==> config.mk <==
export PLATFORM = sky130hd
export DESIGN_NAME = fast_intr_ctrl
export DESIGN_NICKNAME = d
export VERILOG_FILES = /design/src/rtl/mcu_pkg.sv /design/src/rtl/fast_intr_ctrl.sv
export SDC_FILE = /design/constraint.sdc
export NUM_CORES = 1
export LEC_CHECK = 0
export ABC_AREA = 0
export BUFFER_PORTS_ARGS = -buffer_cell sky130_fd_sc_hd__buf_2
export CORE_ASPECT_RATIO = 1.1
export CORE_MARGIN = 2
export CORE_UTILIZATION = 25
export CTS_CLUSTER_SIZE = 14
export DETAILED_ROUTE_END_ITERATION = 16
export PLACE_DENSITY = 0.57
export SYNTH_ARGS = -nofsm -noshare
export SYNTH_HDL_FRONTEND = slang
export SYNTH_SLANG_ARGS = --single-unit
==> constraint.sdc <==
create_clock -name clk_i -period 0.8 [get_ports clk_i]
set_input_delay 0.08 -clock clk_i [delete_from_list [all_inputs] [get_ports clk_i]]
set_output_delay 0.08 -clock clk_i [all_outputs]
set_load 0.1 [all_outputs]
==> src/rtl/mcu_pkg.sv <==
//////////////////////////////
// Bank size must be a power of two
// Peripheral windows hold word registers only
//////////////////////////////
package mcu_pkg;

  localparam int unsigned ADDR_W = 32;
  localparam int unsigned DATA_W = 32;

  localparam int unsigned NUM_BANKS_DEF  = 4;
  localparam int unsigned BANK_WORDS_DEF = 256;

  // Memory map, byte addresses
  localparam logic [ADDR_W-1:0] RAM_START = 32'h0000_0000;
  localparam logic [ADDR_W-1:0] PM_START  = 32'h2000_0000;
  localparam logic [ADDR_W-1:0] FIC_START = 32'h2000_0100;
  localparam logic [ADDR_W-1:0] AO_SPAN   = 32'h0000_0100;

  // Word offset bits inside one peripheral window
  localparam int unsigned AO_OFF_W = $clog2(AO_SPAN / 4);

  localparam int unsigned NUM_FAST_INTR = 15;
  localparam int unsigned PM_INTR_BIT   = 0;
  localparam int unsigned NUM_EXT_INTR  = 14;

  typedef enum logic [1:0] {
    SEL_RAM,
    SEL_PM,
    SEL_FIC,
    SEL_NONE
  } slave_sel_e;

  typedef enum logic [2:0] {
    PM_IDLE,
    PM_ISO_ON,
    PM_SW_OFF,
    PM_WAIT_OFF,
    PM_SW_ON,
    PM_WAIT_ON,
    PM_ISO_OFF
  } pm_state_e;

endpackage

==> src/rtl/fast_intr_ctrl.sv <==
//////////////////////////////
// Offset 0 enable, offset 1 pending (W1C)
// A line still high keeps its pending bit set
//////////////////////////////
`timescale 1ns/1ps

module fast_intr_ctrl
  import mcu_pkg::*;
(
  input  logic                     clk_i,
  input  logic                     arst_n_i,
  input  logic                     sel_i,
  input  logic                     we_i,
  input  logic [AO_OFF_W-1:0]      offset_i,
  input  logic [DATA_W-1:0]        wdata_i,
  input  logic [NUM_FAST_INTR-1:0] intr_i,
  output logic [DATA_W-1:0]        rdata_o,
  output logic [NUM_FAST_INTR-1:0] irq_o
);

  logic [NUM_FAST_INTR-1:0] enable_q;
  logic [NUM_FAST_INTR-1:0] pending_q;
  logic [NUM_FAST_INTR-1:0] clear;
  logic [DATA_W-1:0]        rdata_q;
  logic                     wr_enable;
  logic                     wr_pending;

  assign wr_enable  = sel_i && we_i && offset_i == AO_OFF_W'(0);
  assign wr_pending = sel_i && we_i && offset_i == AO_OFF_W'(1);
  assign clear      = wr_pending ? wdata_i[NUM_FAST_INTR-1:0] : '0;

  always_ff @(posedge clk_i or negedge arst_n_i) begin
    if (!arst_n_i) begin
      enable_q  <= '0;
      pending_q <= '0;
    end else begin
      if (wr_enable) begin
        enable_q <= wdata_i[NUM_FAST_INTR-1:0];
      end
      // Set wins over clear
      pending_q <= (pending_q & ~clear) | intr_i;
    end
  end

  always_ff @(posedge clk_i) begin
    if (sel_i) begin
      case (offset_i)
        AO_OFF_W'(0): rdata_q <= DATA_W'(enable_q);
        AO_OFF_W'(1): rdata_q <= DATA_W'(pending_q);
        default:      rdata_q <= '0;
      endcase
    end
  end

  assign rdata_o = rdata_q;
  assign irq_o   = pending_q & enable_q;

endmodule

Word-level counts from Yosys, hierarchy flattened
Index checks and enable logic that the tools add are counted.
{ "totals": {"out_inout_bits": 47, "input_bits": 57, "reg_bits": 62} }
{ "classes": {"n_eq_ne": 1, "n_reduce_logical": 4, "mux": 2, "n_bitwise": 4} }
{ "op_table": {"columns": ["cell", "count"], "rows": [
  ["bitwise AND 15 bit", 2],
  ["one-hot mux 15 bit (2 select lines)", 1],
  ["2-to-1 mux 15 bit", 1],
  ["inverter 15 bit", 1],
  ["OR 15 bit", 1],
  ["equality test 6 x 1 -> 1 bit, second input constant", 1],
  ["zero test 6 bit", 1],
  ["logical AND 1 bit", 3]
]} }

Longest topological paths before layout
{ "logic_depth": {"word_depth": 6, "depth_mapped": 5} }

Worst setup path before layout
No wires, ideal clock.
{ "synth_path": {"path_type": "register -> output", "from": "reg enable_q[12]", "to": "out irq_o[12]", "path_slack_ps": -367, "required_time_ps": 720, "n_path_buf": 0, "path_stages_with_launch": 2, "arrival_time_ps": 1087, "path_cell_list": "dfrtp_1 and2_1"} }
{ "synth_via": {"elab_chain_len": 1} }
{ "synth_lines": {"columns": ["element", "line_no", "source"], "rows": [
  ["from (decl)", "fast_intr_ctrl.sv:21", "logic [NUM_FAST_INTR-1:0] enable_q;"],
  ["from (signal assigned)", "fast_intr_ctrl.sv:38", "enable_q <= wdata_i[NUM_FAST_INTR-1:0];"],
  ["bitwise AND 15 bit", "fast_intr_ctrl.sv:56", "assign irq_o = pending_q & enable_q;"],
  ["to (decl)", "fast_intr_ctrl.sv:18", "output logic [NUM_FAST_INTR-1:0] irq_o"]
]} }
No other way between the ends.

Worst setup path after layout
{ "layout_path": {"from": "reg pending_q[3]", "to": "out irq_o[3]"} }
{ "layout_via": {"elab_chain_len": 1} }
{ "layout_lines": {"columns": ["element", "line_no", "source"], "rows": [
  ["from (decl)", "fast_intr_ctrl.sv:22", "logic [NUM_FAST_INTR-1:0] pending_q;"],
  ["from (signal assigned)", "fast_intr_ctrl.sv:41", "pending_q <= (pending_q & ~clear) | intr_i;"],
  ["bitwise AND 15 bit", "fast_intr_ctrl.sv:56", null]
]} }
No other way between the ends.

==> results.md <==
Run status:
- The run finished, with violations left.
- The final reports fail on setup timing.

Drt:
- After detailed routing, the number of remaining DRC violations is 0.
- The number of detailed-routing iterations run before antenna repair is 4.
- Detailed routing inserted a total of 1677 vias.
- The number of vias per cell after detailed routing is 4.17.
- The number of nets still failing antenna checks after routing is 0.
- The average routed wire per standard cell is 13.3 um.
- The final wirelength is 5.35 mm.
- The iteration-0 DRC count of the detailed router is 25.

Clock tree:
- The clock buffer count from CTS is 5.
- Clock-pin slew was measured on the worst setup and hold paths at 0.08 ns.
- For the worst-skew pair, the clock arrives at the later sink with an insertion delay of 0.29 ns.
- Counting every sink on the clock net gives 45.
- The clock passes through at most 2 buffers.
- The number of H-tree levels is 2.
- The buffer cell driving the clock tree root is clkbuf_8.
- TritonCTS built the clock tree.

Floorplan:
- The area enclosed by the die boundary is 0.00900 mm2.
- The starting density of the core is 0.260.
- The height of the die is 99.3 um.
- The I/O pin count is 104.
- The horizontal extent of the die is 90.6 um.
- The number of placement rows is 34.
- The area of the core region is 0.00796 mm2.

Cells and area:
- The number of antenna cells inserted is 0.
- In the final layout, the multi-input gates occupy 861 um2.
- The layout-stage area growth over the synthesis result is 80.3%.
- In the final layout, the share of cells above drive strength 1 is 0.558.
- Across the whole layout, storage elements account for 0.00120 mm2.
- The fill cell total of the finished layout is 730.
- The final standard cell area without fillers is 0.00372 mm2.
- The non-filler instance count after layout is 402.
- The total number of nets in the final design is 350.

Timing:
- Of the available clock period, the critical path in the final layout requires 1.38.
- The number of failing setup endpoints in the final timing report is 71.
- The final worst-path setup slack is -0.300 ns.
- Setup repair after global routing could not meet its margin everywhere.
- The clock skew after layout is 0.00580 ns.
- The final count of hold timing violations is 0.
- The final critical path time including I/O delays and setup is 1.10 ns.
- The highest achievable clock rate is 0.909 GHz.
- The max-slew violation total from the final report was 0.

Worst setup path:
- The slowest stage of the critical path belongs to the cell dfrtp_1.
- Of all nets on the critical path, the largest fanout is 2.
- Walking the worst path, the cells encountered are and2_4 > buf_12.
- For the worst setup path, the data required time is 0.72 ns.
- By startpoint and endpoint, the worst setup path is classified as reg2out.
- The worst setup path is launched from a flop.
- The arrival time reported for the critical path endpoint is 1.02 ns.
- The worst setup path is captured at an output port.
- For this run, the slowest stage of the critical path takes 0.40 ns.

Global routing:
- The total overflow left after global routing is 0.
- Entering global routing, the biggest net connects 31 pins.
- The via count of the first global-routing pass came to 1749.
- The total routing usage reported by global routing is 0.121.
- The first-pass GRT wire length is 8.43 mm.
- The number of antenna violations at the first check in global routing is 0.

Synth:
- The sequential element share of the synthesized area is 0.582.
- The synthesized instance count is 167.
- The mean post-synth cell area is 12.4 um2.
- The total of flip-flops plus latches after synthesis is 45.
- The netlist area before placement is 0.00206 mm2.
- The number of distinct library cell variants in the gate-level netlist after synthesis is 18.
- The Yosys step of the flow raised 0 warnings.

Place:
- Once placement completed, the tool counted placed cells totaling 345.
- OpenSTA, run right after detailed placement, puts the worst setup slack at -0.474 ns.
- At the end of routability-driven placement, the weighted congestion stood at 0.736.
- Summed over all nets, the half-perimeter wirelength after detailed placement is 3.50 mm.
- During placement, the flow inserted port buffers numbering 69.
- The cell area after placement is 0.00299 mm2.

Power and ir drop:
- Total power for the finished layout comes to 6.02 mW.
- The power density of the placed cells is 1620 mW/mm2.
- IR analysis of the VDD net gives a maximum drop of 550 uV.
- For this design the static power due to leakage is 1.75 nW.

Run:
- Across the run, the number of max-cap violations was 0.

Worst hold path:
- The worst hold path class is in2reg.
==> final cells by class <==
class | instances | area share
Timing Repair Buffer | 126 | 0.373
Tap cell | 108 | 0.0363
Sequential cell | 45 | 0.323
Clock buffer | 8 | 0.0215
Multi-Input combinational cell | 100 | 0.231
Inverter | 15 | 0.0151
==> critical path: cells and delay by family, from the launching register on <==
family,cells,cell delay (ns)
buf+inv,1,0.16
flops,1,0.40
simple gates,1,0.17
==> routing by layer <==
layer  share of wire  vias to the layer above  track usage  routed length [um]
li1                -                      801            -                   -
met1            0.40                      803        0.136                2130
met5               0                        -            0                   0
met3           0.063                       10       0.0318                 339
met2            0.52                       63        0.216                2800
met4           0.015                        0       0.0544                  82
==> cell usage after synthesis <==
cell / n / area [um2]
dfrtp_1: 30 / 751
buf_4: 18 / 135
nor2_1: 16 / 60.1
a22o_1: 15 / 131
a31oi_1: 15 / 93.8
and2_1: 15 / 93.8
edfxtp_1: 15 / 450
inv_1: 15 / 56.3
mux2_2: 13 / 146
buf_2: 3 / 15.0
buf_6: 3 / 33.8
and3_1: 2 / 12.5
mux2_4: 2 / 30.0
and3b_1: 1 / 8.76
and4bb_1: 1 / 12.5
conb_1: 1 / 3.75
nand3b_4: 1 / 20.0
nor3_2: 1 / 10.0
==> flip-flops by register name, indices dropped and copies added (netlist names) <==
| name | cells |
|---|---|
| enable_q | 15 |
| pending_q | 15 |
| rdata_o | 15 |
==> stage by stage <==
step	utilization	hold WS [ns]	TNS, ns
2_1_floorplan	-	-0.216	-9.80
3_3_place_gp	0.376	0.0531	-16.47
3_5_place_dp	0.376	0.0468	-17.00
4_1_cts	0.448	0.0209	-10.93
5_1_grt	0.468	0.0265	-12.97
6_report	0.468	0.0331	-11.12
==> final timing paths <==
check / cells after the start / slack (ns) / endpoint / startpoint
max: 2 / -0.30 / irq_o[3] / pending_q[3]
max reg2reg: 3 / -0.28 / rdata_o[4] / enable_q[4]
min: 3 / 0.03 / pending_q[9] / intr_i[9]
min in group asynchronous: 3 / 0.26 / enable_q[1] / arst_n_i
max in group asynchronous: 3 / 0.36 / pending_q[11] / arst_n_i
min reg2reg: 1 / 0.55 / enable_q[10] / enable_q[10]
==> what timing repair did <==
item | CTS | global route
hold buffers | 16 | 0
endpoints found under the hold margin | 45 | 0
setup endpoints to repair | 69 | 75
pin swaps | 21 | 15
cloned | 1 | 0
gates resized for setup | 26 | 35
buffers inserted | 29 | 9
==> layout by cell type, fill, tap and decap left out, types with 2 or more instances in the layout <==
cell type and n:
a22o_1 15, a31oi_1 12, a31oi_4 2, and2_4 15
buf_12 31, buf_2 36, buf_4 17, buf_6 24
buf_8 2, clkbuf_1 3, clkbuf_8 5, conb_1 17
dfrtp_1 30, dlygate4sd3_1 16, edfxtp_1 15, inv_1 15
mux2_2 6, mux2_4 9, nand3b_4 2, nor2_1 5
nor2_2 8, nor2_4 3
==> where the power goes <==
part / internal (mW) / switching, mW
Sequential: 2.47 / 0.0717
Clock: 0.621 / 0.720
Combinational: 0.788 / 1.35
==> kinds of logic after synthesis <==
logic type | count (synthesis) | share of synthesized area
flip-flops | 45 | 0.582
AND/OR/NAND/NOR | 37 | 0.105
multiplexers | 15 | 0.0855
AO/OA/AOI/OAI | 30 | 0.109
other | 1 | 0.00182
buffers and inverters | 39 | 0.116
Power figures use the tool's default switching activity.
