===== config.mk =====
export PLATFORM = sky130hd
export DESIGN_NAME = system_bus
export DESIGN_NICKNAME = d
export VERILOG_FILES = /design/src/rtl/mcu_pkg.sv /design/src/rtl/system_bus.sv
export SDC_FILE = /design/constraint.sdc
export NUM_CORES = 1
export LEC_CHECK = 0
export ABC_AREA = 1
export BUFFER_PORTS_ARGS = -buffer_cell sky130_fd_sc_hd__buf_2
export CORE_AREA = 2 2 144 146
export CTS_CLUSTER_DIAMETER = 80
export CTS_CLUSTER_SIZE = 30
export DETAILED_ROUTE_END_ITERATION = 7
export DIE_AREA = 0 0 146 148
export PLACE_DENSITY = 0.55
export SLEW_MARGIN = 15
export SYNTH_ARGS = -nofsm -noshare
export SYNTH_HDL_FRONTEND = slang
export SYNTH_SLANG_ARGS = --single-unit

===== constraint.sdc =====
create_clock -name clk_i -period 2.3 [get_ports clk_i]
set_input_delay 0.345 -clock clk_i [delete_from_list [all_inputs] [get_ports clk_i]]
set_output_delay 0.345 -clock clk_i [all_outputs]
set_load 0.01 [all_outputs]

===== src/rtl/mcu_pkg.sv =====
//////////////////////////////
// Bank size must be a power of two
// Peripheral windows hold word registers only
//////////////////////////////
package mcu_pkg;

  localparam int unsigned ADDR_W = 32;
  localparam int unsigned DATA_W = 32;

  localparam int unsigned NUM_BANKS_DEF  = 4;
  localparam int unsigned BANK_WORDS_DEF = 256;

  // Memory map, byte addresses
  localparam logic [ADDR_W-1:0] RAM_START = 32'h0000_0000;
  localparam logic [ADDR_W-1:0] PM_START  = 32'h2000_0000;
  localparam logic [ADDR_W-1:0] FIC_START = 32'h2000_0100;
  localparam logic [ADDR_W-1:0] AO_SPAN   = 32'h0000_0100;

  // Word offset bits inside one peripheral window
  localparam int unsigned AO_OFF_W = $clog2(AO_SPAN / 4);

  localparam int unsigned NUM_FAST_INTR = 15;
  localparam int unsigned PM_INTR_BIT   = 0;
  localparam int unsigned NUM_EXT_INTR  = 14;

  typedef enum logic [1:0] {
    SEL_RAM,
    SEL_PM,
    SEL_FIC,
    SEL_NONE
  } slave_sel_e;

  typedef enum logic [2:0] {
    PM_IDLE,
    PM_ISO_ON,
    PM_SW_OFF,
    PM_WAIT_OFF,
    PM_SW_ON,
    PM_WAIT_ON,
    PM_ISO_OFF
  } pm_state_e;

endpackage


===== src/rtl/system_bus.sv =====
//////////////////////////////
// One request in flight, response two edges after acceptance
// Unmapped addresses answer err with zero data
//////////////////////////////
`timescale 1ns/1ps

module system_bus
  import mcu_pkg::*;
#(
  parameter int unsigned NUM_BANKS  = NUM_BANKS_DEF,
  parameter int unsigned BANK_WORDS = BANK_WORDS_DEF
) (
  input  logic                             clk_i,
  input  logic                             arst_n_i,
  input  logic                             bus_req_valid_i,
  output logic                             bus_req_ready_o,
  input  logic [ADDR_W-1:0]                bus_req_addr_i,
  input  logic                             bus_req_we_i,
  input  logic [DATA_W-1:0]                bus_req_wdata_i,
  output logic                             bus_rsp_valid_o,
  input  logic                             bus_rsp_ready_i,
  output logic [DATA_W-1:0]                bus_rsp_rdata_o,
  output logic                             bus_rsp_err_o,
  output logic [NUM_BANKS-1:0]             bank_sel_o,
  output logic                             pm_sel_o,
  output logic                             fic_sel_o,
  output logic                             slv_we_o,
  output logic [ADDR_W-3:0]                slv_offset_o,
  output logic [DATA_W-1:0]                slv_wdata_o,
  input  logic [NUM_BANKS-1:0][DATA_W-1:0] bank_rdata_i,
  input  logic [NUM_BANKS-1:0]             bank_err_i,
  input  logic [DATA_W-1:0]                pm_rdata_i,
  input  logic [DATA_W-1:0]                fic_rdata_i
);

  localparam int unsigned BANK_AW = $clog2(BANK_WORDS);
  localparam int unsigned IDX_W   = (NUM_BANKS > 1) ? $clog2(NUM_BANKS) : 1;
  localparam logic [ADDR_W-1:0] RAM_SIZE = ADDR_W'(NUM_BANKS * BANK_WORDS * 4);

  logic [ADDR_W-1:0] ram_rel;
  logic [ADDR_W-1:0] pm_rel;
  logic [ADDR_W-1:0] fic_rel;
  logic [ADDR_W-1:0] dec_rel;
  slave_sel_e        dec_sel;

  logic              req_hs;
  logic              rsp_hs;
  logic              busy_q;
  logic              strobe_q;
  logic              capture_q;
  logic              rsp_valid_q;
  slave_sel_e        sel_q;
  logic [IDX_W-1:0]  bank_q;
  logic              we_q;
  logic [ADDR_W-3:0] offset_q;
  logic [DATA_W-1:0] wdata_q;
  logic [DATA_W-1:0] slv_rdata;
  logic              slv_err;
  logic [DATA_W-1:0] rsp_rdata_q;
  logic              rsp_err_q;

  // Region relative addresses
  assign ram_rel = bus_req_addr_i - RAM_START;
  assign pm_rel  = bus_req_addr_i - PM_START;
  assign fic_rel = bus_req_addr_i - FIC_START;

  always_comb begin
    dec_sel = SEL_NONE;
    dec_rel = '0;
    if (ram_rel < RAM_SIZE) begin
      dec_sel = SEL_RAM;
      dec_rel = ram_rel;
    end else if (pm_rel < AO_SPAN) begin
      dec_sel = SEL_PM;
      dec_rel = pm_rel;
    end else if (fic_rel < AO_SPAN) begin
      dec_sel = SEL_FIC;
      dec_rel = fic_rel;
    end
  end

  assign bus_req_ready_o = !busy_q;
  assign req_hs          = bus_req_valid_i && !busy_q;
  assign rsp_hs          = rsp_valid_q && bus_rsp_ready_i;

  always_ff @(posedge clk_i or negedge arst_n_i) begin
    if (!arst_n_i) begin
      busy_q      <= 1'b0;
      strobe_q    <= 1'b0;
      capture_q   <= 1'b0;
      rsp_valid_q <= 1'b0;
    end else begin
      strobe_q  <= req_hs;
      capture_q <= strobe_q;
      if (req_hs) begin
        busy_q <= 1'b1;
      end else if (rsp_hs) begin
        busy_q <= 1'b0;
      end
      if (capture_q) begin
        rsp_valid_q <= 1'b1;
      end else if (rsp_hs) begin
        rsp_valid_q <= 1'b0;
      end
    end
  end

  always_ff @(posedge clk_i) begin
    if (req_hs) begin
      sel_q    <= dec_sel;
      bank_q   <= dec_rel[BANK_AW+2 +: IDX_W];
      we_q     <= bus_req_we_i;
      offset_q <= dec_rel[ADDR_W-1:2];
      wdata_q  <= bus_req_wdata_i;
    end
    // Writes answer with zero data
    if (capture_q) begin
      rsp_rdata_q <= we_q ? '0 : slv_rdata;
      rsp_err_q   <= slv_err;
    end
  end

  always_comb begin
    slv_rdata = '0;
    slv_err   = 1'b0;
    case (sel_q)
      SEL_RAM: begin
        slv_rdata = bank_rdata_i[bank_q];
        slv_err   = bank_err_i[bank_q];
      end
      SEL_PM:  slv_rdata = pm_rdata_i;
      SEL_FIC: slv_rdata = fic_rdata_i;
      default: slv_err = 1'b1;
    endcase
  end

  always_comb begin
    bank_sel_o = '0;
    if (strobe_q && sel_q == SEL_RAM) begin
      bank_sel_o[bank_q] = 1'b1;
    end
  end

  assign pm_sel_o        = strobe_q && sel_q == SEL_PM;
  assign fic_sel_o       = strobe_q && sel_q == SEL_FIC;
  assign slv_we_o        = we_q;
  assign slv_offset_o    = offset_q;
  assign slv_wdata_o     = wdata_q;
  assign bus_rsp_valid_o = rsp_valid_q;
  assign bus_rsp_rdata_o = rsp_rdata_q;
  assign bus_rsp_err_o   = rsp_err_q;

endmodule


# Word level (Yosys, flattened, before mapping)
# Index checks and enable logic that the tools add are counted.
# Widths: inputs -> output; s select.
# word_totals
regBits,104
input_bits,265
output_inout_bits,104
elab_cells,50
# op_classes
n_addsub,2
n_lt_le_gt_ge,5
eq_ne,2
muxes,17
n_reduce_logical,12
# ops
cell,count
$mux 32,4
$pmux 32 s3,1
$bmux 32 s2,1
$lt 32x9->1 const B,2
$sub 32x30->32 const B,2
$lt 32x13->1 const B,1
$mux 1,7
$logic_and 1x1->1,6
$mux 4,1
$reduce_bool 2->1,2
$reduce_or 2->1,2
$lt 2x3->1 const B,1
$bmux 1 s2,1
$demux 1 s2,1
$eq 2x1->1 const B,1
$eq 2x2->1 const B,1
$ge 2x1->1 const B,1
$logic_not 2->1,1
$pmux 1 s2,1
$logic_not 1->1,1

# Longest topological paths before layout
# logic_depth
depth_word,5
mapped_depth,13

# Least setup slack after synthesis
# Ideal clock, no wire load.
# synth_path
kind,reg2reg
start,register busy_q
end,register bank_q[0] (enable)
arrival_ns,1.824
required_ns,1.880
path_slack_ns,0.056
stages_incl_launch_ff,4
synth_period_minus_slack_ns,2.244
path_cell_list,dfrtp_1 -> inv_1 -> nand2_1 -> inv_1
# synth_via
elab_chain_cells,2
# synth_lines
item,line,source
"start, declared",system_bus.sv:48,logic busy_q;
"start signal, assigned",system_bus.sv:88,busy_q <= 1'b0;
"start signal, assigned",system_bus.sv:96,busy_q <= 1'b1;
"start signal, assigned",system_bus.sv:98,busy_q <= 1'b0;
$logic_not 1->1,-,
named net bus_req_ready_o,system_bus.sv:16,"output logic bus_req_ready_o,"
$logic_and 1x1->1,system_bus.sv:83,assign req_hs = bus_req_valid_i && !busy_q;
named net req_hs,system_bus.sv:46,logic req_hs;
"end signal, assigned",system_bus.sv:111,bank_q <= dec_rel[BANK_AW+2 +: IDX_W];
"end, declared",system_bus.sv:53,logic [IDX_W-1:0] bank_q;
# The timed path passes the listed nets, and every way through them passes these cells.
# A chain may end at the register's enable or synchronous reset.

# Final worst setup path
# layout_path
start,register bank_q[0]
end,"register rsp_rdata_q[31], in the netlist bus_rsp_rdata_o[31], data pin"
# layout_via
elab_chain_cells,3
# layout_lines
item,line,source
$bmux 32 s2,system_bus.sv:128,slv_rdata = bank_rdata_i[bank_q];
$mux 32 (implied by the code),system_bus.sv:128,
$pmux 32 s3,system_bus.sv:126,case (sel_q)
"end signal, assigned",system_bus.sv:118,rsp_rdata_q <= we_q ? '0 : slv_rdata;
"end, declared",system_bus.sv:59,logic [DATA_W-1:0] rsp_rdata_q;
# No other way between the ends. The select of a mux whose other input is x is not followed.

==> qor.log <==
[cells_and_area] post-synthesis to final-layout area growth 49.6%
[clock_tree] H-tree depth 3
[setup_path] CP Launch Type flip-flop
[pwr] largest vdd supply drop 269 uV
[sta] final-report setup violation count 0
[global_routing] antenna violations before repair 0
[sta] Slew Limit Headroom 0.485
[place] worst slack at placement 72.9 ps
[sta] Final Hold Vio Count 0
[hold_path] Hold Path Class input pin to flip-flop
[setup_path] depth of the worst register-to-register path 8
[place] placed cells 1,175
[setup_path] cell depth of the worst setup path 8
[route] vias per std cell 4.63
[cells_and_area] count of antenna diodes in the layout 0
[setup_path] Slowest cell on crit path sky130_fd_sc_hd__edfxtp_1
[setup_path] peak per-stage delay on the critical path 440 ps
[global_routing] GR Util met2 0.319
[hold_path] worst hold stages 1
[pwr] leakage power summed over all cells 3.63 nW
[synthesis] mean area per synthesized cell 10.3 um2
[die] cell row count 52
[place] global placement routability congestion 0.832
[place] detailed placer's ending HPWL 15,600 um
[die] number of placed I/O pins 369
[route] DRT Wirelength 19,400 um
[setup_path] Buffers & Inverters on Critical Path 3
[sta] Hold Slack 167 ps
[setup_path] Worst setup EP type flip-flop
[cells_and_area] count of placed standard cells in the final layout, fillers left out 1,200
[global_routing] most congested layer reported by global routing met2
[clock_tree] CTS Buffer Depth 2
[clock_tree] clk_lat worst skew 350 ps
[route] iteration-0 DRC count of the detailed router 247
[global_routing] pin count of the biggest net entering global routing 44
[die] initial standard-cell utilization of the core 0.274
[setup_path] Critical Path, Cell by Cell inv_1 > nand2_1 > clkinvlp_4 > buf_12 > a22oi_1 > a21boi_0 > a221oi_1 > nor2_1
[synthesis] number of synthesized register bits 102
[sta] Total Negative Setup Slacks 0 ps
[synthesis] sequential cell area fraction in the yosys report 0.555
[die] horizontal die dimension 146 um
[route] detailed-router iteration count before antenna repair 5
[die] core outline area 20,000 um2
[cells_and_area] net count of the finished layout 1,198
[clock_tree] clock-pin slew reported for the worst setup and hold paths after clock tree synthesis 80 ps
[route] via total after detailed routing 5,550
[setup_path] maximum net fanout on the critical path 22
[route] post-route antenna net violation count 0
[global_routing] GR Overflow Total 0
[job] number of max-capacitance violations reported 0
[global_routing] met3 track utilization from global routing 0.0417
[cells_and_area] fraction of layout cells with a size suffix above 1 0.484
[sta] Period Utilization, post-route 0.931
[cells_and_area] number of fill cells in the layout 2,075
[clock_tree] cell chosen for the clock root sky130_fd_sc_hd__clkbuf_16
[clock_tree] CTS sink count 102
[cells_and_area] cell area after layout 8210 um2
[synthesis] Synth Instances 532
[sta] Final Worst Setup Slack 158 ps
[global_routing] vias in the first global route 5,410
[die] floorplan die height 148 um
[route] post-detailed-route DRC marker count 0
[synthesis] Cell variety after synth 35
[route] average wire per cell in the routed design 16.2 um
[global_routing] wire length of the first global-routing pass 28,900 um
[die] full die area 21,600 um2
[status] result of the run completed
[synthesis] Mapped Area 5490 um2
[sta] crit path time final 2140 ps
[clock_tree] CTS buffer count 9
[synthesis] Syn. warnings 0
[setup_path] Top delay family on crit path buffers and inverters
[pwr] total power per unit cell area 664 nW/um2
[place] total of buffers placed on input and output ports 366
[sta] achievable frequency 0.467 GHz
[sta] worst clock skew on the final layout 9.10 ps
[sta] total count of max-transition violations in the final report 0
[setup_path] worst path required time 2380 ps
[global_routing] met1 track demand over resource in global routing 0.188
[setup_path] path type of the worst setup path flip-flop to flip-flop
[global_routing] global-route usage over all layers 0.172
[setup_path] Data arrival, critical path 2220 ps
[clock_tree] CTS tree done
[sta] slew of the pin with the lowest slew margin 773 ps
[place] cell area after placement 7820 um2
placed cells by master, fill, tap and decap left out, types with 4 or more instances in the layout:
| master | count |
|---|---|
| sky130_fd_sc_hd__a22oi_1 | 64 |
| sky130_fd_sc_hd__buf_12 | 6 |
| sky130_fd_sc_hd__nor2_2 | 13 |
| sky130_fd_sc_hd__inv_1 | 39 |
| sky130_fd_sc_hd__clkbuf_16 | 9 |
| sky130_fd_sc_hd__a21boi_0 | 32 |
| sky130_fd_sc_hd__nor2_4 | 5 |
| sky130_fd_sc_hd__nand2_1 | 79 |
| sky130_fd_sc_hd__a221oi_1 | 29 |
| sky130_fd_sc_hd__nand4_1 | 9 |
| sky130_fd_sc_hd__ha_1 | 7 |
| sky130_fd_sc_hd__edfxtp_1 | 98 |
| sky130_fd_sc_hd__nor2_1 | 65 |
| sky130_fd_sc_hd__nand3b_1 | 4 |
| sky130_fd_sc_hd__conb_1 | 20 |
| sky130_fd_sc_hd__nand3_1 | 15 |
| sky130_fd_sc_hd__a21oi_2 | 7 |
| sky130_fd_sc_hd__nand2_2 | 4 |
| sky130_fd_sc_hd__buf_4 | 19 |
| sky130_fd_sc_hd__buf_2 | 366 |
flip-flops by register name, summed over array words and instances, names as in the netlist:
name             cells
slv_offset_o        29
bank_q               1
bus_rsp_valid_o      1
slv_we_o             1
bus_rsp_rdata_o     32
bus_rsp_err_o        1
busy_q               1
strobe_q             1
capture_q            1
slv_wdata_o         32
sel_q                2
power by group:
group          internal [mW]  switching (mW)  leakage (nW)  total, mW
Sequential              2.44           0.151         0.969       2.59
Clock                  0.762           0.740         0.143       1.50
Combinational          0.561           0.800          2.52       1.36
Total                   3.76            1.69          3.63       5.46
through the flow:
| step | utilization | power (mW) |
|---|---|---|
| after floorplan | - | 3.20 |
| after global placement | 0.390 | 3.97 |
| after detailed placement | 0.390 | 3.98 |
| after CTS | 0.405 | 5.51 |
| after global routing | 0.410 | 5.75 |
| final | 0.410 | 5.46 |
cells in the mapped netlist:
library cell / number / share of area
sky130_fd_sc_hd__inv_2: 2 / 0.0014
sky130_fd_sc_hd__ha_1: 8 / 0.018
sky130_fd_sc_hd__nor3_1: 2 / 0.0018
sky130_fd_sc_hd__and2_1: 1 / 0.0011
sky130_fd_sc_hd__buf_1: 3 / 0.0021
sky130_fd_sc_hd__inv_1: 41 / 0.028
sky130_fd_sc_hd__o21ai_2: 1 / 0.0016
sky130_fd_sc_hd__a22oi_1: 64 / 0.088
sky130_fd_sc_hd__buf_2: 1 / 0.00091
sky130_fd_sc_hd__a21boi_0: 32 / 0.044
sky130_fd_sc_hd__conb_1: 1 / 0.00068
sky130_fd_sc_hd__or2_2: 2 / 0.0023
sky130_fd_sc_hd__nand3_4: 1 / 0.0032
sky130_fd_sc_hd__a221oi_1: 32 / 0.051
sky130_fd_sc_hd__a21oi_2: 7 / 0.011
sky130_fd_sc_hd__xor2_1: 3 / 0.0048
sky130_fd_sc_hd__nand3_1: 15 / 0.014
sky130_fd_sc_hd__nand3_2: 1 / 0.0018
sky130_fd_sc_hd__nor2_2: 12 / 0.014
sky130_fd_sc_hd__nand2_2: 4 / 0.0046
sky130_fd_sc_hd__nand4_1: 9 / 0.010
sky130_fd_sc_hd__clkbuf_1: 24 / 0.016
sky130_fd_sc_hd__nor2_4: 4 / 0.0082
sky130_fd_sc_hd__dfrtp_1: 4 / 0.018
sky130_fd_sc_hd__clkinv_1: 1 / 0.00068
sky130_fd_sc_hd__buf_6: 1 / 0.0021
sky130_fd_sc_hd__nor2_1: 67 / 0.046
sky130_fd_sc_hd__nand3b_1: 4 / 0.0055
sky130_fd_sc_hd__a21oi_1: 3 / 0.0027
sky130_fd_sc_hd__and2_4: 1 / 0.0016
sky130_fd_sc_hd__nor4_1: 2 / 0.0023
sky130_fd_sc_hd__a21o_1: 1 / 0.0014
sky130_fd_sc_hd__nand2_1: 79 / 0.054
sky130_fd_sc_hd__edfxtp_1: 98 / 0.54
sky130_fd_sc_hd__o21ai_0: 1 / 0.00091
metal layers:
metal,vias to the layer above,part of all wire
met3,28,0.074
met1,2577,0.38
met5,-,0
met4,0,0.023
li1,2721,-
met2,224,0.53
final cells by class:
cell class | instances | area, um2 | share of cell area
Timing Repair Buffer | 392 | 2100 | 0.256
Clock inverter | 7 | 66.3 | 0.00808
Sequential cell | 102 | 3040 | 0.371
Inverter | 44 | 169 | 0.0206
Multi-Input combinational cell | 376 | 2260 | 0.276
Clock buffer | 9 | 225 | 0.0274
Tap cell | 270 | 338 | 0.0411
cells by family (layout without fill, tap and decap cells):
logic type	Yosys count	after routing	share of synthesized area
AND/OR/NAND/NOR	204	204	0.170
AO/OA/AOI/OAI	141	141	0.200
flip-flops	102	102	0.555
buffers and inverters	73	452	0.0515
adder cells (fa/ha/maj)	8	8	0.0182
XOR/XNOR	3	3	0.00479
other	1	20	0.000683
repair_timing:
| action | CTS | global route |
|---|---|---|
| resized for setup | 0 | 6 |
| buffers inserted | 0 | 8 |
| hold buffers | 1 | 0 |
| endpoints found under the setup margin | 0 | 7 |
| hold endpoints to repair | 4 | 0 |
worst paths after layout:
check	from	to	slack (ps)
min in group asynchronous	arst_n_i	busy_q	360
worst max-delay path	bank_q[0]	bus_rsp_rdata_o[31]	160
max in group asynchronous	arst_n_i	capture_q	1810
worst min-delay path	bus_req_wdata_i[11]	slv_wdata_o[11]	170
worst max register to register	bank_q[0]	bus_rsp_rdata_o[31]	160
worst min register to register	busy_q	busy_q	480
No activity file was read; power rests on OpenSTA's default activity.
