==> config.mk <==
export PLATFORM = sky130hd
export DESIGN_NAME = power_manager
export DESIGN_NICKNAME = d
export VERILOG_FILES = /design/src/rtl/mcu_pkg.sv /design/src/rtl/power_manager.sv
export SDC_FILE = /design/constraint.sdc
export NUM_CORES = 1
export LEC_CHECK = 0
export BUFFER_PORTS_ARGS = -buffer_cell sky130_fd_sc_hd__buf_4
export CAP_MARGIN = 20
export CORE_UTILIZATION = 49
export DETAILED_ROUTE_END_ITERATION = 6
export MAX_ROUTING_LAYER = met4
export PLACE_DENSITY_LB_ADDON = 0.08
export RECOVER_POWER = 100
export SLEW_MARGIN = 20
export SYNTH_ARGS = -nofsm -noshare
export SYNTH_HDL_FRONTEND = slang
export SYNTH_SLANG_ARGS = --single-unit
==> constraint.sdc <==
create_clock -name clk_i -period 2.7 [get_ports clk_i]
set_input_delay 0.54 -clock clk_i [delete_from_list [all_inputs] [get_ports clk_i]]
set_output_delay 0.54 -clock clk_i [all_outputs]
set_load 0.01 [all_outputs]
==> src/rtl/mcu_pkg.sv <==
//////////////////////////////
// Bank size must be a power of two
// Peripheral windows hold word registers only
//////////////////////////////
package mcu_pkg;

  localparam int unsigned ADDR_W = 32;
  localparam int unsigned DATA_W = 32;

  localparam int unsigned NUM_BANKS_DEF  = 4;
  localparam int unsigned BANK_WORDS_DEF = 256;

  // Memory map, byte addresses
  localparam logic [ADDR_W-1:0] RAM_START = 32'h0000_0000;
  localparam logic [ADDR_W-1:0] PM_START  = 32'h2000_0000;
  localparam logic [ADDR_W-1:0] FIC_START = 32'h2000_0100;
  localparam logic [ADDR_W-1:0] AO_SPAN   = 32'h0000_0100;

  // Word offset bits inside one peripheral window
  localparam int unsigned AO_OFF_W = $clog2(AO_SPAN / 4);

  localparam int unsigned NUM_FAST_INTR = 15;
  localparam int unsigned PM_INTR_BIT   = 0;
  localparam int unsigned NUM_EXT_INTR  = 14;

  typedef enum logic [1:0] {
    SEL_RAM,
    SEL_PM,
    SEL_FIC,
    SEL_NONE
  } slave_sel_e;

  typedef enum logic [2:0] {
    PM_IDLE,
    PM_ISO_ON,
    PM_SW_OFF,
    PM_WAIT_OFF,
    PM_SW_ON,
    PM_WAIT_ON,
    PM_ISO_OFF
  } pm_state_e;

endpackage

==> src/rtl/power_manager.sv <==
//////////////////////////////
// Wait states have no timeout, the switch must acknowledge
// Banks are handled one at a time, lowest index first
//////////////////////////////
`timescale 1ns/1ps

module power_manager
  import mcu_pkg::*;
#(
  parameter int unsigned NUM_BANKS = NUM_BANKS_DEF
) (
  input  logic                 clk_i,
  input  logic                 arst_n_i,
  input  logic                 sel_i,
  input  logic                 we_i,
  input  logic [AO_OFF_W-1:0]  offset_i,
  input  logic [DATA_W-1:0]    wdata_i,
  input  logic [NUM_BANKS-1:0] switch_ack_ni,
  output logic [DATA_W-1:0]    rdata_o,
  output logic [NUM_BANKS-1:0] switch_no,
  output logic [NUM_BANKS-1:0] iso_no,
  output logic [NUM_BANKS-1:0] bank_iso_n_o,
  output logic                 done_o
);

  localparam int unsigned IDX_W = (NUM_BANKS > 1) ? $clog2(NUM_BANKS) : 1;

  pm_state_e              state_q, state_d;
  logic [NUM_BANKS-1:0]   want_q, want_d;
  logic [NUM_BANKS-1:0]   actual_q, actual_d;
  logic [NUM_BANKS-1:0]   switch_n_q, switch_n_d;
  logic [NUM_BANKS-1:0]   iso_n_q, iso_n_d;
  logic [IDX_W-1:0]       cur_q, cur_d;
  logic                   done_q, done_d;
  logic [NUM_BANKS-1:0]   diff;
  logic [IDX_W-1:0]       pick;
  logic                   busy;
  logic [DATA_W-1:0]      rdata_q;

  assign diff = want_q ^ actual_q;
  assign busy = (state_q != PM_IDLE) || (diff != '0);

  // Lowest bank that needs a change
  always_comb begin
    pick = '0;
    for (int i = NUM_BANKS - 1; i >= 0; i--) begin
      if (diff[i]) begin
        pick = IDX_W'(i);
      end
    end
  end

  always_comb begin
    state_d    = state_q;
    want_d     = want_q;
    actual_d   = actual_q;
    switch_n_d = switch_n_q;
    iso_n_d    = iso_n_q;
    cur_d      = cur_q;
    done_d     = 1'b0;
    if (sel_i && we_i && offset_i == AO_OFF_W'(0)) begin
      want_d = wdata_i[NUM_BANKS-1:0];
    end
    case (state_q)
      PM_IDLE: begin
        if (diff != '0) begin
          cur_d   = pick;
          state_d = want_q[pick] ? PM_SW_ON : PM_ISO_ON;
        end
      end
      PM_ISO_ON: begin
        iso_n_d[cur_q] = 1'b0;
        state_d        = PM_SW_OFF;
      end
      PM_SW_OFF: begin
        switch_n_d[cur_q] = 1'b1;
        state_d           = PM_WAIT_OFF;
      end
      PM_WAIT_OFF: begin
        if (switch_ack_ni[cur_q]) begin
          actual_d[cur_q] = 1'b0;
          state_d         = PM_IDLE;
          done_d          = (want_d ^ actual_d) == '0;
        end
      end
      PM_SW_ON: begin
        switch_n_d[cur_q] = 1'b0;
        state_d           = PM_WAIT_ON;
      end
      PM_WAIT_ON: begin
        if (!switch_ack_ni[cur_q]) begin
          state_d = PM_ISO_OFF;
        end
      end
      PM_ISO_OFF: begin
        iso_n_d[cur_q]  = 1'b1;
        actual_d[cur_q] = 1'b1;
        state_d         = PM_IDLE;
        done_d          = (want_d ^ actual_d) == '0;
      end
      default: state_d = PM_IDLE;
    endcase
  end

  // All banks come out of reset powered and released
  always_ff @(posedge clk_i or negedge arst_n_i) begin
    if (!arst_n_i) begin
      state_q    <= PM_IDLE;
      want_q     <= '1;
      actual_q   <= '1;
      switch_n_q <= '0;
      iso_n_q    <= '1;
      cur_q      <= '0;
      done_q     <= 1'b0;
    end else begin
      state_q    <= state_d;
      want_q     <= want_d;
      actual_q   <= actual_d;
      switch_n_q <= switch_n_d;
      iso_n_q    <= iso_n_d;
      cur_q      <= cur_d;
      done_q     <= done_d;
    end
  end

  always_ff @(posedge clk_i) begin
    if (sel_i) begin
      case (offset_i)
        AO_OFF_W'(0): rdata_q <= DATA_W'(actual_q);
        AO_OFF_W'(1): rdata_q <= DATA_W'(busy);
        default:      rdata_q <= '0;
      endcase
    end
  end

  assign rdata_o      = rdata_q;
  assign switch_no    = switch_n_q;
  assign iso_no       = iso_n_q;
  assign bank_iso_n_o = iso_n_q;
  assign done_o       = done_q;

endmodule

# Word-level counts from Yosys, hierarchy flattened
# Cells that the tools add are included.
[totals]
register_bits = 54
latch_bits = 0
ramBits = 0
mem_bits_ro = 0
inputBits = 46
out_inout_bits = 45
elab_cells = 70
memories = 0
[op_classes]
addsub = 0
n_mul = 0
n_div = 0
magnitude_cmp = 3
eq_ne = 10
n_shift = 0
mux = 23
n_bitwise = 10
n_reduce_logical = 16
[op_table]
columns = ["cell", "count"]
rows = [
  ["4-bit one-hot mux with 2 select lines", 4],
  ["3-bit one-hot mux with 6 select lines", 1],
  ["4-bit AND", 3],
  ["3-bit two-way mux", 4],
  ["4-bit OR", 3],
  ["4-bit XOR", 3],
  ["3-bit == test (second input constant)", 3],
  ["4-bit logical NOT", 2],
  ["2-bit two-way mux", 4],
  ["4-bit two-way mux", 2],
  ["3-bit by 2-bit == test with 1-bit output (second input constant)", 2],
  ["6-bit by 1-bit == test with 1-bit output (second input constant)", 1],
  ["6-bit logical NOT", 1],
  ["2-bit by 3-bit < comparator with 1-bit output (second input constant)", 2],
  ["2-bit inequality test (second input constant)", 3],
  ["2-bit nonzero test", 3],
  ["1-bit binary-select mux with 2-bit select", 2],
  ["1-bit two-way mux", 4],
  ["4-bit inverter", 1],
  ["2-bit AND reduction", 2],
  ["4-bit nonzero test", 1],
  ["3-bit by 1-bit == test with 1-bit output (second input constant)", 1],
  ["1-bit logical AND", 3],
  ["3-bit logical NOT", 1],
  ["6 further kinds", 6],
]

# Depth between registers and ports, before layout
# Gate-level depths: netlist of the first run.
[logic_depth]
ltp_word = 10
depth_mapped = 7
ltp_nobuf = 6

# Worst setup path before layout of the first run
# No wires, ideal clock.
[synth_path]
path_kind = "input-to-reg"
startpoint = "input offset_i[1]"
endpoint = "register done_q (netlist: done_o)"
setup_time_ns = 0.121
t_arrival_ns = 1.722
required_ns = 2.579
slack_ns = 0.857
path_stages = 6
path_buffers = 0
path_cell_list = "nor3_4 nand4b_4 mux2_4 xnor2_1 nor3_1 a22o_1"
[synth_via]
elab_chain_cells = 7
elab_cells_between_ends = 9
classes_between = "3 x mux; 2 x bitwise; 4 x reduce/logical"
[synth_lines]
columns = ["element", "line", "source"]
rows = [
  ["from (decl)", "power_manager.sv:16", "input logic [AO_OFF_W-1:0] offset_i,"],
  ["6-bit logical NOT (*)", "power_manager.sv:61", "if (sel_i && we_i && offset_i == AO_OFF_W'(0)) begin"],
  ["1-bit logical AND (*)", "power_manager.sv:61", ""],
  ["4-bit two-way mux (*)", "power_manager.sv:61", ""],
  ["via want_d[0]", "power_manager.sv:29", "logic [NUM_BANKS-1:0] want_q, want_d;"],
  ["4-bit XOR", "power_manager.sv:83", "done_d = (want_d ^ actual_d) == '0;"],
  ["4-bit logical NOT", "power_manager.sv:83", ""],
  ["1-bit two-way mux", "power_manager.sv:80", "if (switch_ack_ni[cur_q]) begin"],
  ["1-bit one-hot mux with 2 select lines (*)", "power_manager.sv:64", "case (state_q)"],
  ["via done_d", "power_manager.sv:34", "logic done_q, done_d;"],
  ["to (signal assigned)", "power_manager.sv:122", "done_q <= done_d;"],
  ["to (decl)", "power_manager.sv:34", ""],
]
# Mark *: on every way through the listed nets, which the timed path passes. The rest lies on a longest branch.
# A chain may end at the register's enable or synchronous reset.

# Worst setup path in the final report of the first run
[layout_path]
startpoint = "input sel_i"
endpoint = "register done_q (netlist: done_o)"
[layout_via]
elab_chain_cells = 7
elab_cells_between_ends = 9
classes_between = "3 x mux; 2 x bitwise; 4 x reduce/logical"
[layout_lines]
columns = ["element", "line", "source"]
rows = [
  ["from (decl)", "power_manager.sv:14", "input logic sel_i,"],
  ["1-bit logical AND (*) (2 in series)", "power_manager.sv:61", ""],
  ["4-bit two-way mux (*)", "power_manager.sv:61", ""],
  ["via want_d[2]", "power_manager.sv:29", ""],
  ["4-bit XOR", "power_manager.sv:83", ""],
  ["4-bit logical NOT", "power_manager.sv:83", ""],
  ["1-bit two-way mux", "power_manager.sv:80", ""],
  ["1-bit one-hot mux with 2 select lines (*)", "power_manager.sv:64", ""],
  ["via done_d", "power_manager.sv:34", ""],
]
# Marks and branches as above.

==> results.tsv, run 1 <==
stage	metric	value	unit
logic_synthesis	Post-synth ARST share	0.846	
timing	Peak Freq	479	MHz
grt	vias in the first global route	1121	
detailed_routing	DR WL/cell	13.0	um
clock_network	CTS tree	done	
pwr	Peak supply drop	0.000579	V
detailed_routing	vias per cell	5.09	
detailed_routing	wirelength, routed	3400	um
floorplanning	area of the core	3360	um2
logic_synthesis	cell area after synthesis	1730	um2
logic_synthesis	Synthesis Warnings	0	
grt	global route total overflow	0	
finish	diode count	0	
clock_network	post-CTS sizing	0	
timing	Tmin final	2090	ps
timing	clk_skew	6.76	ps
timing	Setup Viol. Count Final	0	
finish	FILL cells	330	
floorplanning	# rows	21	
hold_path	HP Class	in2async	
outcome	outcome	finished, final reports clean	
timing	fin crit share	0.773	
clock_network	Skew-Pair Late Insertion Delay	320	ps
timing	Max Transition Viols Final	0	
pwr	LEAKAGE	0.000848	uW
placed_design	port bufs	34	
logic_synthesis	synth top area cells	dfstp_2, dfrtp_1, buf_4	
logic_synthesis	Post-synth EDFFs	4	
clock_network	clock sinks	26	
detailed_routing	post-route antenna net violation count	0	
detailed_routing	DR DRC count	0	
clock_network	total CTS buffers	3	
clock_network	# Post-CTS Setup Buffers	0	
setup_path	Critical Path Source Type	input pin	
placed_design	routability-driven placement congestion ratio	0.875	
clock_network	clk root buf	clkbuf_4	
logic_synthesis	post-synthesis sequential area ratio	0.397	
floorplanning	Initial Utilization	0.514	
logic_synthesis	top-area cell type share of the netlist area	0.182	
timing	setup TNS	0	ps
floorplanning	IO Count	91	
clock_network	CTS Buffer Depth	2	
placed_design	pre-CTS WS	624	ps
setup_path	kind of critical path	in2reg	
timing	RSZ-0062 raised after global routing	no	
placed_design	placed cell count	258	
setup_path	CP Capture Type	flip-flop	
finish	layout cell share with drive strength beyond 1	0.190	
grt	total track usage	0.199	
placed_design	dpl cell area	1890	um2
logic_synthesis	#FFs+latches synth	26	
setup_path	Critical Path RT	2970	ps
pwr	Pwr Density	826	nW/um2
timing	worst-margin pin slew	1150	ps
floorplanning	Die W	61.4	um
detailed_routing	met2 wire len	1670	um
setup_path	CP Max Fanout	6	
clock_network	hold buffers post-CTS	0	
logic_synthesis	ys flop type	dfstp_2	
logic_synthesis	Synth cell types	46	
finish	Syn-to-layout area delta	6.66	%
floorplanning	die height	61.4	um
floorplanning	die area	3770	um2
detailed_routing	First DRT Iteration DRCs	40	
finish	fin area	1840	um2
finish	commonest non-fill, non-tap cells in the layout	o21ai_0, conb_1, nand2_1, buf_4	
detailed_routing	Metal-1 WL	1500	um
clock_network	htree depth	1	
timing	Hold Violations, Final	0	
detailed_routing	via count	1333	
logic_synthesis	Cells after Synth	185	
timing	Worst slew margin	0.234	
setup_path	worst endpoint data arrival time	2350	ps
grt	initial antenna violation count	0	
clock_network	clk slew on worst S/H paths	150	ps
detailed_routing	metal3 WL	169	um
logic_synthesis	syn_area_per_cell	9.34	um2
timing	worst setup margin	613	ps
grt	first-pass GRT wire length	5300	um
detailed_routing	highest metal used	met4	
flow_run	max cap viols	0	
finish	layout net count	263	
grt	largest net degree at the start of global routing	23	
detailed_routing	DRT Pass-1 Iters	4	
logic_synthesis	Synth area leader	dfstp_2	
placed_design	Final HPWL DP	2570	um
finish	non-filler cells, final	262	
## metrics by stage
step | hold slack [ps] | util | power [uW]
floorplan | 244 | - | 1170
global placement | 444 | 0.563 | 1310
detailed placement | 446 | 0.563 | 1340
CTS | 73.6 | 0.577 | 1580
global route | 495 | 0.548 | 1650
finish | 401 | 0.548 | 1520
## critical path: stages
cell and delay (ps):
clkbuf_1 200, and2_2 190, nand4b_1 350, mux2_1 530
a211oi_2 200, o2111a_1 210, a22o_1 120
## path summary, 6_finish.rpt
kind / start / slack, ps / endpoint / cells after the start
max: sel_i / 610 / done_o$_DFF_PN0_ / 7
min: arst_n_i / 400 / async pin / 1
max reg2reg: flip-flop / 640 / state_q[0]$_DFFE_PN0P_ / 6
min reg2reg: state_q[1]$_DFFE_PN0P_ / 530 / state_q[2]$_DFFE_PN0P_ / 1
max in group asynchronous: arst_n_i / 1610 / cur_q[1]$_DFFE_PN0P_ / 1
min in group clk_i: wdata_i[0] / 520 / want_q[0]$_DFF_PN1_ / 2
## cell type report
cell class | count | area [um2] | area share
inverter | 5 | 18.8 | 0.0102
clock buffer | 4 | 47.5 | 0.0258
multi-input combinational | 147 | 835 | 0.453
tap | 46 | 57.6 | 0.0312
sequential | 26 | 686 | 0.372
timing repair buffer | 34 | 199 | 0.108
## logic make-up (layout without fill, tap and decap cells)
logic type / count (synthesis) / after routing / share of synthesized area
other: 1 / 28 / 0.00217
buffers and inverters: 39 / 43 / 0.155
XOR/XNOR: 10 / 10 / 0.0507
AND/OR/NAND/NOR: 59 / 59 / 0.182
flip-flops: 26 / 26 / 0.397
AO/OA/AOI/OAI: 41 / 41 / 0.135
multiplexers: 9 / 9 / 0.0782
## power by group
group | total, uW | switching, uW | internal (uW)
combinational | 656 | 377 | 279
clock | 230 | 117 | 113
sequential | 637 | 132 | 505
## cell usage after synthesis (2+ instances only)
| master | number |
|---|---|
| nand2_1 | 21 |
| dfstp_2 | 12 |
| xor2_1 | 6 |
| and2_1 | 3 |
| o21ai_1 | 7 |
| mux2i_2 | 2 |
| nand3_1 | 2 |
| inv_1 | 4 |
| mux4_2 | 2 |
| a21oi_1 | 4 |
| or2_1 | 2 |
| nor3b_1 | 2 |
| buf_4 | 32 |
| nor3_1 | 2 |
| edfxtp_1 | 4 |
| dfrtp_1 | 10 |
| o21ai_0 | 23 |
| xnor2_1 | 4 |
| mux2_4 | 2 |
| nor2_1 | 15 |
## layer usage
| metal | GRT usage | vias up |
|---|---|---|
| met3 | 0.0273 | 6 |
| met1 | 0.252 | 641 |
| met4 | 0.0730 | 0 |
| li1 | - | 632 |
| met5 | - | - |
| met2 | 0.326 | 54 |
No activity file was read; power rests on OpenSTA's default activity.
==> inputs of run 2 (changes only) <==
--- a/config.mk
+++ b/config.mk
@@ -7,7 +7,7 @@
 export LEC_CHECK = 0
 export BUFFER_PORTS_ARGS = -buffer_cell sky130_fd_sc_hd__buf_4
 export CAP_MARGIN = 20
-export CORE_UTILIZATION = 49
+export CORE_UTILIZATION = 41
 export DETAILED_ROUTE_END_ITERATION = 6
 export MAX_ROUTING_LAYER = met4
 export PLACE_DENSITY_LB_ADDON = 0.08
==> constraint.sdc (replaced) <==
create_clock -name clk_i -period 1.9 [get_ports clk_i]
set_input_delay 0.38 -clock clk_i [delete_from_list [all_inputs] [get_ports clk_i]]
set_output_delay 0.38 -clock clk_i [all_outputs]
set_load 0.01 [all_outputs]
==> run 2 against run 1 <==
Against the previous run: sequential power is 36% higher; clock skew increased by 2.8 ps; register-to-register slack got worse by 580 ps; via count is 2.6% higher; global-route usage is 1.6 points lower; non-clock buffer count is 12 higher; flip-flop and latch count unchanged; hold slack improved by 1.4 ps; first-iteration DRC count rose by 43%.
==> results.tsv, run 2 (synthesis gave the netlist of run 1 again) <==
stage	metric	value	unit	change
outcome	outcome	finished, final reports clean		
timing	Hold Violations, Final	0		unchanged
clock_network	CTS Buffer Depth	2		unchanged
finish	layout cell share with drive strength beyond 1	0.289		+0.0997
timing	Max Transition Viols Final	0		unchanged
clock_network	Skew-Pair Late Insertion Delay	270	ps	-50 ps
setup_path	Critical Path Source Type	flip-flop		
setup_path	worst endpoint data arrival time	1990	ps	-360 ps
pwr	LEAKAGE	0.000946	uW	+11%
detailed_routing	DR WL/cell	13.3	um	+2.7%
grt	initial antenna violation count	0		unchanged
floorplanning	Die W	66.9	um	+9.0%
grt	largest net degree at the start of global routing	23		unchanged
pwr	total power	2370	uW	+56%
timing	setup TNS	0	ps	unchanged
pwr	Pwr Density	1190	nW/um2	+44%
grt	first-pass GRT wire length	6010	um	+13%
detailed_routing	post-route antenna net violation count	0		unchanged
setup_path	delay-heaviest family, CP	flip-flops		
clock_network	htree depth	1		unchanged
grt	vias in the first global route	1302		+16%
timing	worst-margin pin slew	1230	ps	+80.4 ps
clock_network	clk root buf	clkbuf_8		
placed_design	pre-CTS WS	-39.9	ps	-664 ps
finish	layout net count	275		+4.6%
floorplanning	IO Count	91		unchanged
timing	RSZ-0062 raised after global routing	yes		
finish	commonest non-fill, non-tap cells in the layout	buf_4, conb_1, o21ai_0, nand2_1, nor2_1		
placed_design	placed cell count	270		+4.7%
floorplanning	Initial Utilization	0.429		-0.0849
timing	worst setup margin	58.5	ps	-555 ps
timing	clk_skew	9.52	ps	+2.76 ps
placed_design	port bufs	34		unchanged
floorplanning	# rows	23		+9.5%
floorplanning	die height	66.9	um	+9.0%
timing	Worst slew margin	0.180		-0.0536
setup_path	Critical Path, Cell by Cell	xor2_1, a21oi_1, nor2_2, mux4_2, a31oi_1, nor2_1		
setup_path	Crit-path slowest cell	dfstp_2		
detailed_routing	vias per cell	4.92		-3.4%
setup_path	CP Buf/Inv Count	0		-1
placed_design	Final HPWL DP	2870	um	+12%
setup_path	CP Capture Type	flip-flop		
detailed_routing	wirelength, routed	3700	um	+9.0%
timing	Setup Viol. Count Final	0		unchanged
clock_network	total CTS buffers	3		unchanged
setup_path	CP Max Fanout	2		-4
timing	Tmin final	1840	ps	
detailed_routing	via count	1367		+2.6%
timing	fin crit share	0.969		
detailed_routing	First DRT Iteration DRCs	57		+43%
setup_path	kind of critical path	reg2reg		
detailed_routing	DRT Pass-1 Iters	4		unchanged
floorplanning	area of the core	4030	um2	+20%
clock_network	clk slew on worst S/H paths	90	ps	-60 ps
pwr	Peak supply drop	0.000584	V	+0.97%
flow_run	max cap viols	0		unchanged
grt	global route total overflow	0		unchanged
finish	FILL cells	419		+27%
detailed_routing	DR DRC count	0		unchanged
grt	total track usage	0.184		-0.0155
setup_path	max incr delay on CP	550	ps	+20 ps
setup_path	Critical Path RT	2050	ps	-920 ps
timing	hold_ws	403	ps	+1.44 ps
clock_network	clock sinks	26		unchanged
clock_network	CTS tree	done		
finish	non-filler cells, final	278		+6.1%
finish	Syn-to-layout area delta	15.6	%	
finish	diode count	0		unchanged
hold_path	HP Class	in2reg		
timing	Peak Freq	543	MHz	
placed_design	routability-driven placement congestion ratio	0.774		-12%
floorplanning	die area	4480	um2	+19%
finish	most common library cell in the layout ignoring fill and taps	buf_4		
==> run 2: changes by cell type in the layout (fill, tap and decap cells not counted), sizes merged <==
cell / before / now
buf: 18 / 34
clkbuf: 20 / 15
dlygate4sd3: 0 / 1
==> run 2: final timing paths <==
path / startpoint / to / depth (start not counted) / slack (ps)
setup / recovery: want_q[3]$_DFF_PN1_ / state_q[2]$_DFFE_PN0P_ / 6 / 60
hold / removal: wdata_i[1] / want_q[1]$_DFF_PN1_ / 3 / 400
setup reg to reg: want_q[3]$_DFF_PN1_ / state_q[2]$_DFFE_PN0P_ / 6 / 60
hold reg to reg: flip-flop / flip-flop / 2 / 500
max in group asynchronous: arst_n_i / cur_q[0]$_DFFE_PN0P_ / 2 / 280
min in group asynchronous: arst_n_i / done_o$_DFF_PN0_ / 2 / 890
==> run 2: cell type report <==
type	count	area, um2	share of cell area
Inverter	5	18.8	0.00939
Tap cell	50	62.6	0.0313
Timing Repair Buffer	46	307	0.153
Sequential cell	26	686	0.343
Clock buffer	4	45.0	0.0225
Multi-Input combinational cell	147	880	0.440
==> run 2: tightest hold or removal path, cell delays in order <==
cell and delay (ps):
buf_4 80, mux2i_2 110, inv_1 70
==> run 2: what timing repair did <==
action | 4_1_cts | 5_1_grt
endpoints found under the hold margin | 10 | 0
hold buffers | 1 | 0
pin swaps | 2 | 2
setup endpoints to repair | 2 | 2
resized for setup | 1 | 2
setup buffers | 2 | 1
==> run 2: power breakdown <==
| group | total (uW) | switching, uW | internal (uW) |
|---|---|---|---|
| Sequential | 869 | 145 | 724 |
| Clock | 315 | 165 | 150 |
| Combinational | 1190 | 646 | 542 |
| Total | 2370 | 956 | 1420 |
==> run 2: metal layers <==
layer	global-route usage	vias up	share of wire
met5	-	-	0
met4	0.0426	0	0.011
met3	0.0205	6	0.038
met2	0.314	42	0.48
met1	0.231	665	0.47
li1	-	654	-
==> run 2: through the flow <==
stage	util	cell area, um2
after detailed placement	0.486	1960
after global routing	0.496	2000
after global placement	0.486	1960
final	0.496	2000
after floorplan	-	1830
after CTS	0.505	2040
==> inputs of run 3 (changes only) <==
--- a/config.mk
+++ b/config.mk
@@ -7,7 +7,7 @@
 export LEC_CHECK = 0
 export BUFFER_PORTS_ARGS = -buffer_cell sky130_fd_sc_hd__buf_4
 export CAP_MARGIN = 20
-export CORE_UTILIZATION = 41
+export CORE_UTILIZATION = 45
 export DETAILED_ROUTE_END_ITERATION = 6
 export MAX_ROUTING_LAYER = met4
 export PLACE_DENSITY_LB_ADDON = 0.08
==> constraint.sdc (replaced) <==
create_clock -name clk_i -period 1.8 [get_ports clk_i]
set_input_delay 0.36 -clock clk_i [delete_from_list [all_inputs] [get_ports clk_i]]
set_output_delay 0.36 -clock clk_i [all_outputs]
set_load 0.01 [all_outputs]
==> run 3 against run 2 <==
Against the previous run: the flow now finishes with violations (negative setup slack); via count rose by 2.7%; wire length rose by 1.8%; final cell count rose by 1.1%; critical path depth did not move; first-iteration DRC count fell by 42%; worst setup slack got worse by 190 ps; clock power rose by 9.8%; clock skew fell by 0.90 ps; clock-buffer cell count did not move; core utilization rose by 5.8 points; flip-flop and latch count did not move.
==> results.tsv, run 3 (synthesis gave the netlist of run 1 again) <==
stage	metric	value	unit	change
setup_path	CP Max Fanout	2		unchanged
placed_design	routability-driven placement congestion ratio	0.879		+14%
clock_network	total CTS buffers	3		unchanged
detailed_routing	First DRT Iteration DRCs	33		-42%
timing	Tmin final	1930	ps	+92.8 ps
setup_path	max incr delay on CP	580	ps	+30 ps
finish	Syn-to-layout area delta	17.3	%	
timing	Max Transition Viols Final	0		unchanged
grt	global route total overflow	0		unchanged
pwr	Peak supply drop	0.000622	V	+6.4%
timing	RSZ-0062 raised after global routing	yes		
floorplanning	Die W	64.0	um	-4.4%
hold_path	HP Class	in2reg		
pwr	register share of total power	0.357		-0.009
pwr	switch share	0.407		+0.00373
pwr	Gate power share	0.508		+0.007
finish	area taken by multi-input logic gates	895	um2	+1.7%
floorplanning	# rows	22		-4.3%
timing	fin crit share	1.07		+0.105
setup_path	setup slack, reg-to-reg	-130	ps	-190 ps
clock_network	clk slew on worst S/H paths	90	ps	about the same
setup_path	Critical Path, Cell by Cell	xor2_2, a21oi_1, nor2_1, mux4_2, o21ai_2, a31o_1		
floorplanning	Initial Utilization	0.472		+0.0431
detailed_routing	DRT Pass-1 Iters	4		unchanged
pwr	Clock power frac	0.135		+0.002
setup_path	Critical Path Source Type	flip-flop		
grt	total track usage	0.208		+0.0248
timing	Hold Violations, Final	0		unchanged
pwr	P_sw	1040	uW	+9.1%
outcome	outcome	finished with violations		
detailed_routing	via count	1404		+2.7%
clock_network	Skew-Pair Late Insertion Delay	280	ps	about the same
setup_path	Crit-path slowest cell	mux4_2		
grt	vias in the first global route	1335		+2.5%
finish	layout cell share with drive strength beyond 1	0.300		+0.0110
placed_design	Final HPWL DP	2850	um	-0.70%
floorplanning	area of the core	3660	um2	-9.1%
timing	setup TNS	-287	ps	-287 ps
clock_network	clk root buf	clkbuf_8		
floorplanning	die area	4090	um2	-8.6%
outcome	failing checks	negative setup slack		
grt	initial antenna violation count	0		unchanged
setup_path	kind of critical path	reg2reg		
setup_path	worst endpoint data arrival time	2150	ps	+160 ps
finish	FF/Latch Area	686	um2	unchanged
floorplanning	die height	64.0	um	-4.4%
floorplanning	IO Count	91		unchanged
finish	FILL cells	353		-16%
pwr	LEAKAGE	0.000952	uW	+0.67%
pwr	internal power	1520	uW	+7.4%
finish	most common library cell in the layout ignoring fill and taps	buf_4		
clock_network	clock sinks	26		unchanged
timing	worst setup margin	-134	ps	-193 ps
finish	layout net count	280		+1.8%
clock_network	htree depth	1		unchanged
finish	commonest non-fill, non-tap cells in the layout	buf_4, conb_1, o21ai_0, nand2_1, clkbuf_1		
detailed_routing	vias per cell	5.00		+1.6%
detailed_routing	DR WL/cell	13.4	um	+0.70%
grt	first-pass GRT wire length	6210	um	+3.3%
timing	worst-margin pin slew	571	ps	-658 ps
detailed_routing	DR DRC count	0		unchanged
timing	clk_skew	8.62	ps	-0.902 ps
timing	hold_ws	362	ps	-40.8 ps
detailed_routing	post-route antenna net violation count	0		unchanged
placed_design	port bufs	34		unchanged
grt	largest net degree at the start of global routing	23		unchanged
setup_path	CP Capture Type	flip-flop		
finish	diode count	0		unchanged
timing	Peak Freq	517	MHz	-4.8%
flow_run	max cap viols	0		unchanged
setup_path	Critical Path RT	2020	ps	-30 ps
pwr	Pwr Density	1270	nW/um2	+6.6%
timing	Setup Viol. Count Final	3		+3
timing	Worst slew margin	0.619		+0.439
detailed_routing	wirelength, routed	3770	um	+1.8%
clock_network	CTS Buffer Depth	2		unchanged
clock_network	CTS tree	done		
## run 3: routing by layer
layer  vias up  GRT usage  part of all wire
li1        665          -                 -
met1       689      0.249              0.44
met2        43      0.347              0.50
met3         7     0.0268             0.037
met4         0     0.0994             0.021
met5         -          -                 0
## run 3: path summary, 6_finish.rpt
kind	from	end	depth (start not counted)
worst min register to register	flip-flop	flip-flop	2
max in group asynchronous	arst_n_i	async pin	2
min in group asynchronous	arst_n_i	cur_q[1]$_DFFE_PN0P_	2
worst min-delay path	wdata_i[2]	want_q[2]$_DFF_PN1_	2
worst max-delay path	flip-flop	state_q[0]$_DFFE_PN0P_	6
worst max register to register	flip-flop	state_q[0]$_DFFE_PN0P_	6
## run 3: power by group through the flow
stage / clock network, uW / registers (uW) / logic [uW]
final: 346 / 917 / 1300
after global routing: 387 / 941 / 1450
after CTS: 358 / 906 / 1290
after detailed placement: 0 / 918 / 1260
after global placement: 0 / 910 / 1220
after floorplan: 0 / 903 / 850
## run 3: layout make-up
type                       instances  share of cell area
inverter                           5             0.00926
sequential                        26               0.338
multi-input combinational        147               0.441
timing repair buffer              51               0.159
tap                               48              0.0296
clock buffer                       4              0.0222
## run 3: through the flow
stage                     cell area [um2]  total power, uW   util  instances  setup slack, ps
final                                2030             2560  0.554        281             -134
after detailed placement             2000             2170  0.546        274             -125
after CTS                            2060             2560  0.564        280             -123
after floorplan                      1830             1750      -        212             35.0
after global placement               2000             2130  0.546        274            -90.0
after global routing                 2030             2780  0.554        281             -225
## run 3: timing repair
item / CTS / global route
hold endpoints to repair: 10 / 0
gates resized for setup: 0 / 6
setup endpoints to repair: 2 / 3
setup buffers: 1 / 1
pin swaps: 0 / 4
hold buffers: 1 / 0
## run 3: worst max-delay path, delay by kind of cell (launching register included)
family | cells | cell delay (ps)
simple gates | 1 | 190
flops | 1 | 560
xor+xnor | 1 | 160
mux | 1 | 580
compound gates | 3 | 380
